$ cat config.mk
export PLATFORM = sky130hd
export DESIGN_NAME = mmc_host
export DESIGN_NICKNAME = d
export VERILOG_FILES = /design/src/logic/mmc_pkg.sv /design/src/logic/mmc_lb_regs.sv /design/src/logic/mmc_clk_gen.sv /design/src/logic/mmc_line_io.sv /design/src/logic/mmc_host.sv
export SDC_FILE = /design/constraint.sdc
export NUM_CORES = 1
export LEC_CHECK = 0
export ABC_CLOCK_PERIOD_IN_PS = 2000
export BUFFER_PORTS_ARGS = -buffer_cell sky130_fd_sc_hd__clkbuf_2
export CORE_MARGIN = 2
export CORE_UTILIZATION = 51
export DETAILED_ROUTE_END_ITERATION = 8
export PLACE_DENSITY = 0.79
export SETUP_SLACK_MARGIN = 0.4
export SLEW_MARGIN = 20
export SYNTH_ARGS = -nofsm -noshare
export SYNTH_HDL_FRONTEND = slang
export SYNTH_SLANG_ARGS = --single-unit
export TNS_END_PERCENT = 5
$ cat constraint.sdc
create_clock -name lb_clk -period 2 [get_ports lb_clk]
set_clock_uncertainty 0.2 [all_clocks]
set_input_delay 0 -clock lb_clk [delete_from_list [all_inputs] [get_ports lb_clk]]
set_output_delay 0 -clock lb_clk [all_outputs]
set_load 0.05 [all_outputs]
$ cat src/logic/mmc_pkg.sv
package mmc_pkg;

  // ********************************************************************
  // Local bus data and register map
  // ********************************************************************

  typedef logic [7:0] lb_data_t;

  typedef enum logic [2:0] {
    REG_DAT_O    = 3'd0,
    REG_DAT_I    = 3'd1,
    REG_CMD_O    = 3'd2,
    REG_CMD_I    = 3'd3,
    REG_OENS     = 3'd4,
    REG_STATUS   = 3'd5,
    REG_ADV_TYPE = 3'd6,
    REG_ADV_MAN  = 3'd7
  } reg_addr_e;

  // Codes 5 to 7 act as manual
  typedef enum logic [2:0] {
    ADV_MANUAL = 3'd0,
    ADV_CMD_RD = 3'd1,
    ADV_CMD_WR = 3'd2,
    ADV_DAT_RD = 3'd3,
    ADV_DAT_WR = 3'd4
  } adv_type_e;

  // ********************************************************************
  // Reset levels and status layout
  // ********************************************************************

  localparam logic CMD_IDLE          = 1'b1;  // Card command line idles high
  localparam int   STATUS_DONE_BIT   = 4;
  localparam int   STATUS_DETECT_BIT = 0;

endpackage

$ cat src/logic/mmc_lb_regs.sv
module mmc_lb_regs (
  input  logic                lb_clk,
  input  logic                lb_rst,

  // Local bus
  input  logic                lb_stb_i,
  input  logic                lb_we_i,
  input  mmc_pkg::reg_addr_e  lb_adr_i,
  input  mmc_pkg::lb_data_t   lb_dat_i,
  output mmc_pkg::lb_data_t   lb_dat_o,

  // Status sources
  input  logic                trans_done_i,
  input  logic                mmc_detect_i,

  // Line io state for read-back
  input  mmc_pkg::lb_data_t   dat_cap_i,
  input  logic                cmd_cap_i,
  input  mmc_pkg::lb_data_t   dat_out_i,
  input  logic                cmd_out_i,
  input  logic                cmd_oen_i,
  input  logic                dat_oen_i,

  // Strobes
  output logic                adv_req_o,
  output logic                dat_wr_o,
  output logic                cmd_wr_o,
  output logic                oens_wr_o
);

  mmc_pkg::adv_type_e adv_type;

  logic wr_acc;
  logic rd_acc;
  logic adv_man;
  logic adv_dat;
  logic adv_cmd;

  assign wr_acc = lb_stb_i & lb_we_i;
  assign rd_acc = lb_stb_i & ~lb_we_i;

  // ********************************************************************
  // Write decode
  // ********************************************************************

  assign dat_wr_o  = wr_acc && (lb_adr_i == mmc_pkg::REG_DAT_O);
  assign cmd_wr_o  = wr_acc && (lb_adr_i == mmc_pkg::REG_CMD_O);
  assign oens_wr_o = wr_acc && (lb_adr_i == mmc_pkg::REG_OENS);

  always_ff @(posedge lb_clk) begin
    if (lb_rst) begin
      adv_type <= mmc_pkg::ADV_MANUAL;
    end else if (wr_acc && (lb_adr_i == mmc_pkg::REG_ADV_TYPE)) begin
      adv_type <= mmc_pkg::adv_type_e'(lb_dat_i[2:0]);  // Unlisted codes kept as written
    end
  end

  // ********************************************************************
  // Advance request
  // ********************************************************************

  assign adv_man = wr_acc && (lb_adr_i == mmc_pkg::REG_ADV_MAN);

  assign adv_dat = (wr_acc && (lb_adr_i == mmc_pkg::REG_DAT_O) &&
                    (adv_type == mmc_pkg::ADV_DAT_WR)) ||
                   (rd_acc && (lb_adr_i == mmc_pkg::REG_DAT_I) &&
                    (adv_type == mmc_pkg::ADV_DAT_RD));

  assign adv_cmd = (wr_acc && (lb_adr_i == mmc_pkg::REG_CMD_O) &&
                    (adv_type == mmc_pkg::ADV_CMD_WR)) ||
                   (rd_acc && (lb_adr_i == mmc_pkg::REG_CMD_I) &&
                    (adv_type == mmc_pkg::ADV_CMD_RD));

  assign adv_req_o = adv_man | adv_dat | adv_cmd;

  // Read mux with same-cycle data
  always_comb begin
    lb_dat_o = '0;
    case (lb_adr_i)
      mmc_pkg::REG_DAT_O:    lb_dat_o = dat_out_i;
      mmc_pkg::REG_DAT_I:    lb_dat_o = dat_cap_i;  // Previous pulse's capture
      mmc_pkg::REG_CMD_O:    lb_dat_o[0] = cmd_out_i;
      mmc_pkg::REG_CMD_I:    lb_dat_o[0] = cmd_cap_i;
      mmc_pkg::REG_OENS:     lb_dat_o = {6'b0, dat_oen_i, cmd_oen_i};
      mmc_pkg::REG_STATUS: begin
        lb_dat_o[mmc_pkg::STATUS_DONE_BIT]   = trans_done_i;
        lb_dat_o[mmc_pkg::STATUS_DETECT_BIT] = mmc_detect_i;
      end
      mmc_pkg::REG_ADV_TYPE: lb_dat_o = {5'b0, adv_type};
      default:               lb_dat_o = '0;  // ADV_MAN is write only
    endcase
  end

endmodule

$ cat src/logic/mmc_clk_gen.sv
module mmc_clk_gen (
  input  logic lb_clk,
  input  logic lb_rst,

  input  logic adv_req_i,

  output logic mmc_clk_o,
  output logic sample_o,
  output logic trans_done_o
);

  logic [1:0] pulse_cnt;

  // ********************************************************************
  // Pulse counter
  // ********************************************************************

  // Requests while busy are dropped
  always_ff @(posedge lb_clk) begin
    if (lb_rst) begin
      pulse_cnt <= 2'd0;
    end else if (pulse_cnt != 2'd0) begin
      pulse_cnt <= pulse_cnt - 2'd1;
    end else if (adv_req_i) begin
      pulse_cnt <= 2'd3;
    end
  end

  assign mmc_clk_o    = ~pulse_cnt[1];         // Low while count is 3 or 2
  assign trans_done_o = (pulse_cnt == 2'd0);
  assign sample_o     = (pulse_cnt == 2'd2);   // Capture edge is the card clock rise

  // Card clock low for two cycles, sample on the second
  a_sample_after_fall: assert property (
    @(posedge lb_clk) disable iff (lb_rst)
    $fell(mmc_clk_o) |=> sample_o
  ) else $error("sample_o missing one cycle after the card clock fall");

  a_rise_after_sample: assert property (
    @(posedge lb_clk) disable iff (lb_rst)
    sample_o |=> $rose(mmc_clk_o) && !trans_done_o
  ) else $error("Card clock did not rise after sample_o");

endmodule

$ cat src/logic/mmc_line_io.sv
module mmc_line_io #(
  parameter int SYNC_STAGES = 2
) (
  input  logic              lb_clk,
  input  logic              lb_rst,

  // Bus byte and write strobes
  input  mmc_pkg::lb_data_t lb_dat_i,
  input  logic              dat_wr_i,
  input  logic              cmd_wr_i,
  input  logic              oens_wr_i,
  input  logic              sample_i,

  // Card pins
  input  logic              mmc_cmd_i,
  input  mmc_pkg::lb_data_t mmc_data_i,
  output logic              mmc_cmd_o,
  output logic              mmc_cmd_oen_o,
  output mmc_pkg::lb_data_t mmc_data_o,
  output logic              mmc_data_oen_o,

  // Captured inputs
  output logic              cmd_cap_o,
  output mmc_pkg::lb_data_t dat_cap_o
);

  logic [SYNC_STAGES-1:0] cmd_sync;
  mmc_pkg::lb_data_t      dat_sync [SYNC_STAGES];

  // ********************************************************************
  // Output lines and enables
  // ********************************************************************

  always_ff @(posedge lb_clk) begin
    if (lb_rst) begin
      mmc_cmd_o      <= mmc_pkg::CMD_IDLE;
      mmc_data_o     <= '0;
      mmc_cmd_oen_o  <= 1'b0;
      mmc_data_oen_o <= 1'b0;
    end else begin
      if (dat_wr_i) begin
        mmc_data_o <= lb_dat_i;
      end
      if (cmd_wr_i) begin
        mmc_cmd_o <= lb_dat_i[0];
      end
      if (oens_wr_i) begin
        mmc_cmd_oen_o  <= lb_dat_i[0];
        mmc_data_oen_o <= lb_dat_i[1];
      end
    end
  end

  // ********************************************************************
  // Input synchronizers and capture
  // ********************************************************************

  always_ff @(posedge lb_clk) begin
    if (lb_rst) begin
      cmd_sync <= '0;
      for (int i = 0; i < SYNC_STAGES; i++) begin
        dat_sync[i] <= '0;
      end
    end else begin
      cmd_sync    <= {cmd_sync[SYNC_STAGES-2:0], mmc_cmd_i};
      dat_sync[0] <= mmc_data_i;
      for (int i = 1; i < SYNC_STAGES; i++) begin
        dat_sync[i] <= dat_sync[i-1];
      end
    end
  end

  always_ff @(posedge lb_clk) begin
    if (lb_rst) begin
      cmd_cap_o <= 1'b0;
      dat_cap_o <= '0;
    end else if (sample_i) begin  // Rising edge of the card clock
      cmd_cap_o <= cmd_sync[SYNC_STAGES-1];
      dat_cap_o <= dat_sync[SYNC_STAGES-1];
    end
  end

  // Register decode gives one strobe per access
  a_wr_onehot: assert property (
    @(posedge lb_clk) disable iff (lb_rst)
    $onehot0({dat_wr_i, cmd_wr_i, oens_wr_i})
  ) else $error("Overlapping line write strobes");

endmodule

$ cat src/logic/mmc_host.sv
module mmc_host #(
  parameter int SYNC_STAGES = 2
) (
  input  logic               lb_clk,
  input  logic               lb_rst,

  // Local bus
  input  logic               lb_stb_i,
  input  logic               lb_we_i,
  input  mmc_pkg::reg_addr_e lb_adr_i,
  input  mmc_pkg::lb_data_t  lb_dat_i,
  output mmc_pkg::lb_data_t  lb_dat_o,

  // Card pins
  output logic               mmc_clk_o,
  input  logic               mmc_cmd_i,
  output logic               mmc_cmd_o,
  output logic               mmc_cmd_oen_o,
  input  mmc_pkg::lb_data_t  mmc_data_i,
  output mmc_pkg::lb_data_t  mmc_data_o,
  output logic               mmc_data_oen_o,
  input  logic               mmc_detect_i
);

  logic              adv_req;
  logic              sample;
  logic              trans_done;
  logic              dat_wr;
  logic              cmd_wr;
  logic              oens_wr;
  logic              cmd_cap;
  mmc_pkg::lb_data_t dat_cap;

  mmc_lb_regs u_regs (
    .lb_clk       (lb_clk),
    .lb_rst       (lb_rst),
    .lb_stb_i     (lb_stb_i),
    .lb_we_i      (lb_we_i),
    .lb_adr_i     (lb_adr_i),
    .lb_dat_i     (lb_dat_i),
    .lb_dat_o     (lb_dat_o),
    .trans_done_i (trans_done),
    .mmc_detect_i (mmc_detect_i),
    .dat_cap_i    (dat_cap),
    .cmd_cap_i    (cmd_cap),
    .dat_out_i    (mmc_data_o),
    .cmd_out_i    (mmc_cmd_o),
    .cmd_oen_i    (mmc_cmd_oen_o),
    .dat_oen_i    (mmc_data_oen_o),
    .adv_req_o    (adv_req),
    .dat_wr_o     (dat_wr),
    .cmd_wr_o     (cmd_wr),
    .oens_wr_o    (oens_wr)
  );

  mmc_clk_gen u_clk_gen (
    .lb_clk       (lb_clk),
    .lb_rst       (lb_rst),
    .adv_req_i    (adv_req),
    .mmc_clk_o    (mmc_clk_o),
    .sample_o     (sample),
    .trans_done_o (trans_done)
  );

  mmc_line_io #(
    .SYNC_STAGES (SYNC_STAGES)
  ) u_line_io (
    .lb_clk         (lb_clk),
    .lb_rst         (lb_rst),
    .lb_dat_i       (lb_dat_i),
    .dat_wr_i       (dat_wr),
    .cmd_wr_i       (cmd_wr),
    .oens_wr_i      (oens_wr),
    .sample_i       (sample),
    .mmc_cmd_i      (mmc_cmd_i),
    .mmc_data_i     (mmc_data_i),
    .mmc_cmd_o      (mmc_cmd_o),
    .mmc_cmd_oen_o  (mmc_cmd_oen_o),
    .mmc_data_o     (mmc_data_o),
    .mmc_data_oen_o (mmc_data_oen_o),
    .cmd_cap_o      (cmd_cap),
    .dat_cap_o      (dat_cap)
  );

endmodule

==> metrics.txt, run 1 <==
status=finished, final reports clean; Crit Path Max Fanout=2; most numerous cell types in the synthesized netlist=43 x dfxtp_1, 30 x nor2_1, 29 x mux2i_1, 20 x nor2b_1, 5 x clkbuf_1; number of flops mapped to enable cells by yosys=0; final-report hold violation count=0; number of antenna violations at the first check in global routing=0; highest routing layer actually used=met4; Post-layout nets=between 200 and 300; power per standard cell area=832 nW/um2; critical setup path kind=flip-flop to primary output; core area=around 3300 um2; area share of the largest cell type after synthesis=49.9%; number of nets still failing antenna checks after routing=0; average cell area after synthesis=approximately 10 um2; share of post-route cells with drive strength above 1=29.9%; io pins=45; GR Overflow Total=0; first-pass GRT wire length=6520 um; total number of yosys warnings=0; basic-gate share of the synthesized area counting and, or, nand and nor cells=around 22%; CTS tree=built; vias in the first global route=roughly 1,400; unrepaired setup endpoints after global routing=true; Layout area overhead=36.8%; number of pins with negative max-slew slack in the final report=0; number of fill cells=between 200 and 300; placed wire-length estimate=2270 um; TNS Setup=0 ns; largest net degree at the start of global routing=44; number of sinks on the clock net=43; Vias per Instance=roughly 5.0; area share of fa/ha/maj cells after synthesis=about 1.5%; DIE AREA=about 3900 um2; DRC Markers=0; number of buffers on the longest clock path=2; Post-Synthesis Net Count=between 150 and 200; clk slew on worst S/H paths=0.12 ns; height of the die=slightly above 60 um; routed via count=1,443; dominant cells by area after synthesis=dfxtp_1 50%, mux2i_1 17%, nor2b_1 7.3%, nor2_1 6.5%, ha_1 1.5%; largest area contributor in the synthesized netlist=dfxtp_1; final design area excluding fillers=approximately 2400 um2; post-detailed-routing wire length=between 3000 and 4000 um; Synth Area in Compound Gates=4.79%; Hold Crit Class=input pin to flip-flop; largest vdd supply drop=0.531 mV; met2 wire length=about 1900 um; met3 wire length=between 150 and 200 um; synthesis-stage register bit count=between 40 and 50; setup-violating endpoint count in the final report=0; effective utilization at floorplan=52.5%; CTS HTree Levels=2; number of optimization iterations in the first detailed-route pass=4; crit path capture type=primary output; top-count cell post-synth=dfxtp_1; number of buffers added by the clock tree synthesis step=5; number of instances in the synthesized netlist=roughly 170; required time of the critical path=approximately 1.8 ns; CP startpoint kind=flip-flop; Final Critical Period=approximately 1.7 ns; diode count=0; area share of xor/xnor cells in the synthesized design=less than 1%; dominant combinational cell family by area after synthesis=simple AND/OR/NAND/NOR gates; Leak Pwr=between 0.9 and 1 nW; DRC marker count from the first detailed-route iteration=96; GRT Total Usage=a little over a fifth; number of max-capacitance violations reported=0; part of the Yosys area used for sequential elements=~50%; drt wl/cell=about 13 um; arrival time worst endpoint=approximately 1.5 ns; Final Wtd Congestion=0.870; x dimension of the die=about 62 um; primary flip-flop cell chosen by synthesis mapping=dfxtp_1; Buffers on Ports=44; mapped cell area=roughly 1700 um2; clock root buffer master=clkbuf_4; Achievable Freq=approximately 0.58 GHz; max-slew headroom at the worst pin=between 40% and 50%; number of standard-cell rows in the floorplan=21; multiplexer area fraction after synthesis=roughly 18%; actual transition at the worst max-transition pin=a little over 0.8 ns; worst skew pair latency=0.35 ns; detailed-routing wirelength on met1=roughly 1600 um; Async S/R FF share, synth=0%; Post-DP Area=1990 um2; portion of the clock cycle consumed by the worst path in the final layout=86.7%; unique cell type count in the Yosys netlist=33
## layer usage
metal | GRT usage [%] | vias to the layer above
met5 | 0 | -
met4 | 8.61 | 0
met3 | 5.25 | 9
met2 | 36.8 | 39
met1 | 25.5 | 669
li1 | - | 726
## where the power goes
group	internal, mW	leakage (nW)	switching, mW
Sequential	0.913	0.352	0.0272
Combinational	0.290	0.599	0.290
Clock	0.175	0.0355	0.266
Total	1.38	0.986	0.584
## worst max-delay path, cell delays in order (launching register included)
cell,delay (ns)
dfxtp_2,0.35
inv_2,0.05
ha_4,0.15
mux2_4,0.26
a22oi_2,0.15
nor2_2,0.07
buf_8,0.15
## final cells by class
cell class / instances / area, um2 / share of cell area, %
clock buffer: 7 / 55.1 / 2.33
clock inverter: 1 / 8.76 / 0.371
inverter: 2 / 10.0 / 0.424
multi-input combinational: 117 / 847 / 35.9
sequential: 43 / 863 / 36.6
tap: 46 / 57.6 / 2.44
timing repair buffer: 74 / 517 / 21.9
## path summary, 6_finish.rpt
| kind | startpoint | end | slack [ns] | depth (start not counted) |
|---|---|---|---|---|
| max | u_clk_gen.pulse_cnt[1] | lb_dat_o[4] | 0.27 | 6 |
| min | lb_we_i | u_line_io.mmc_data_o[4] | 0.09 | 5 |
| max reg2reg | u_regs.adv_type[1] | u_clk_gen.pulse_cnt[1] | 0.37 | 4 |
| min reg2reg | u_line_io.dat_sync[0][5] | u_line_io.dat_sync[1][5] | 0.25 | 1 |
## logic make-up after synthesis
logic type                 count (synthesis)
DFF                                       43
xor gates and xnor gates                   1
buffers and inverters                     12
adders and majority gates                  2
and+or+nand+nor                           71
AOI/OAI and AO/OA                         12
muxes                                     31
## repair_timing
action	CTS	global route
cloned	0	0
gates resized for setup	13	3
setup buffers	3	2
hold endpoints to repair	23	0
setup endpoints to repair	6	15
hold buffers	21	0
pin swaps	2	2
## state kept, by name (all words and copies together) (netlist names)
signal / cells
u_line_io.cmd_cap_o: 1
u_clk_gen.pulse_cnt: 2
u_line_io.mmc_data_oen_o: 1
u_line_io.cmd_sync: 2
u_line_io.mmc_cmd_oen_o: 1
u_line_io.mmc_cmd_o: 1
u_line_io.dat_cap_o: 8
u_line_io.dat_sync: 16
u_line_io.mmc_data_o: 8
u_regs.adv_type: 3
## per-stage QoR
stage	power, mW	setup WS (ns)	cells	hold slack [ns]	utilization (%)
finish	1.96	0.267	290	0.0947	71.8
detailed placement	1.36	0.292	256	0.0148	60.6
floorplan	1.26	0.170	172	-0.128	-
CTS	1.93	0.247	288	0.0633	71.1
global route	2.07	0.204	290	0.113	71.8
global placement	1.35	0.314	256	0.00734	60.6
## layout by cell type, fill, tap and decap left out, drive strengths merged, types with 4 or more instances in the layout
cell,Yosys,layout
dlygate4sd3,0,21
buf,5,10
mux2i,29,29
nor2,30,30
clkbuf,5,50
nand2,4,4
dfxtp,43,43
nor2b,20,20
Note: power is estimated with default switching activity, not from simulation.
==> inputs of run 2 (changes only) <==
--- a/config.mk
+++ b/config.mk
@@ -10,9 +10,10 @@
 export CORE_MARGIN = 2
 export CORE_UTILIZATION = 51
 export DETAILED_ROUTE_END_ITERATION = 8
+export GPL_ROUTABILITY_DRIVEN = 0
+export MAX_ROUTING_LAYER = met4
 export PLACE_DENSITY = 0.79
 export SETUP_SLACK_MARGIN = 0.4
-export SLEW_MARGIN = 20
 export SYNTH_ARGS = -nofsm -noshare
 export SYNTH_HDL_FRONTEND = slang
 export SYNTH_SLANG_ARGS = --single-unit
==> run 2 against run 1 <==
Via count grew 0.90%; routed wire length is 0.51% lower; non-clock buffer count unchanged; clock power about the same; setup slack lost 0.0015 ns; cell count unchanged; hold slack got worse by 0.00096 ns; die area unchanged; sequential cell count is the same; final area unchanged; register-to-register slack barely moved; critical endpoint unchanged; largest cell class unchanged; highest routed layer unchanged.
==> metrics.txt, run 2 (same netlist as run 1, synthesis figures left out) <==
number of optimization iterations in the first detailed-route pass=4 (unchanged); Vias per Instance=5.02 (was 4.98); final hold slack=0.0937 ns (was 0.0947 ns); GRT Total Usage=21.9% (was 21.3%); CTS HTree Levels=2 (unchanged); drt wl/cell=12.9 um (about the same); Buffers on Ports=44 (unchanged); final design area excluding fillers=2360 um2 (unchanged); TNS Setup=0 ns (unchanged); post-placement worst setup slack=0.292 ns (unchanged); Crit Path Max Fanout=2 (unchanged); largest net degree at the start of global routing=44 (unchanged); Leak Pwr=0.986 nW (unchanged); placed wire-length estimate=2270 um (unchanged); number of standard-cell rows in the floorplan=21 (unchanged); first-pass GRT wire length=6510 um (was 6520 um); Achievable Freq=0.576 GHz (was 0.577 GHz); commonest non-fill, non-tap cell in the layout=clkbuf_2 (unchanged); final setup slack of the worst path=0.265 ns (was 0.267 ns); status=finished, final reports clean (unchanged); actual transition at the worst max-transition pin=0.814 ns (was 0.825 ns); clock power share=22.4% (was 22.5%); effective utilization at floorplan=52.5% (unchanged); number of nets still failing antenna checks after routing=0 (unchanged); number of standard cells in the final layout excluding fillers=290 (unchanged); diode count=0 (unchanged); power per standard cell area=832 nW/um2 (about the same); cell-internal power=1.38 mW (about the same); sequential power share=47.9% (about the same); number of max-capacitance violations reported=0 (unchanged); switching share of power=29.8% (about the same); portion of the clock cycle consumed by the worst path in the final layout=86.7% (about the same); largest register by flop count=u_line_io.dat_sync (unchanged); x dimension of the die=62.1 um (unchanged); worst skew pair latency=0.35 ns (about the same); number of antenna violations at the first check in global routing=0 (unchanged); number of buffers on the longest clock path=2 (unchanged); setup-violating endpoint count in the final report=0 (unchanged); switching power total=584 uW (about the same); CP startpoint kind=flip-flop (unchanged); GR Overflow Total=0 (unchanged); registers with the most flip-flops=u_line_io.dat_sync (16), u_line_io.dat_cap_o (8), u_line_io.mmc_data_o (8) (unchanged); number of placed instances, taps included=256 (unchanged); vias in the first global route=1,443 (was 1,440); arrival time worst endpoint=1.53 ns (about the same); DRC Markers=0 (unchanged); Layout area overhead=36.8% (unchanged); critical setup path kind=flip-flop to primary output (unchanged); overall power consumption=1.96 mW (about the same); final-report hold violation count=0 (unchanged); largest vdd supply drop=0.532 mV (was 0.531 mV); io pins=45 (unchanged); max-slew headroom at the worst pin=45.7% (was 45.0%); post-detailed-routing wire length=3730 um (was 3750 um); Final Critical Period=1.73 ns (about the same); CTS tree=built (unchanged); Hold Crit Class=input pin to flip-flop (unchanged); DIE AREA=3860 um2 (unchanged); clock root buffer master=clkbuf_4 (unchanged); number of buffers added by the clock tree synthesis step=5 (unchanged); core area=3280 um2 (unchanged); most used cells in the layout excluding fill and tap cells=42 x clkbuf_2, 41 x dfxtp_1, 29 x mux2i_1, 29 x nor2_1, 21 x dlygate4sd3_1 (unchanged); combinational power share=29.7% (was 29.6%); routed via count=1,456 (was 1,443); Layout Utilization=71.8% (unchanged); Post-layout nets=270 (unchanged); clk slew on worst S/H paths=0.12 ns (about the same); flip-flop count of the largest register, all copies and words added=16 (unchanged); height of the die=62.1 um (unchanged); unrepaired setup endpoints after global routing=true (unchanged); share of post-route cells with drive strength above 1=29.9% (unchanged); number of pins with negative max-slew slack in the final report=0 (unchanged); Post-DP Area=1990 um2 (unchanged); crit path capture type=primary output (unchanged); DRC marker count from the first detailed-route iteration=102 (was 96); required time of the critical path=1.80 ns (about the same); number of sinks on the clock net=43 (unchanged)
run 2: cell counts in the layout (fill, tap and decap cells not counted):
No cell type changed its count.
run 2: worst paths after layout:
path	slack, ns	startpoint	cells past startpoint	to
worst max-delay path	0.27	u_clk_gen.pulse_cnt[1]	6	lb_dat_o[4]
worst min-delay path	0.09	lb_we_i	5	u_line_io.mmc_data_o[0]
worst max register to register	0.37	u_regs.adv_type[1]	4	u_clk_gen.pulse_cnt[1]
worst min register to register	0.25	u_line_io.dat_sync[0][7]	1	u_line_io.dat_sync[1][7]
run 2: per-layer routing:
| layer | vias up | global-route usage (%) | part of all wire [%] |
|---|---|---|---|
| met5 | - | - | 0 |
| met4 | 0 | 8.61 | 2.5 |
| met3 | 9 | 5.25 | 4.5 |
| met2 | 41 | 37.1 | 49 |
| met1 | 679 | 25.1 | 44 |
| li1 | 727 | - | - |
run 2: layout make-up:
type	count	area, um2
inverters	2	10.0
multi-input cells	117	847
well taps	46	57.6
fillers	268	926
flip-flops and latches	43	863
clock buffers	7	55.1
clock inverters	1	8.76
repair buffers	74	517
run 2: what timing repair did:
action,CTS,global route
hold buffers,21,0
buffers inserted,3,2
pin swaps,2,2
gates resized for setup,13,3
setup endpoints to repair,6,15
hold endpoints to repair,23,0
run 2: power groups by stage:
stage | combinational [mW] | sequential [mW] | clock (mW)
floorplan | 0.312 | 0.952 | 0
global placement | 0.408 | 0.947 | 0
detailed placement | 0.414 | 0.947 | 0
CTS | 0.541 | 0.936 | 0.452
global route | 0.631 | 0.949 | 0.494
finish | 0.582 | 0.940 | 0.440
run 2: worst max-delay path, cell delays in order (launching register included):
cell	delay [ns]
dfxtp_2	0.35
inv_2	0.05
ha_4	0.15
mux2_4	0.26
a22oi_2	0.15
nor2_2	0.07
buf_8	0.15
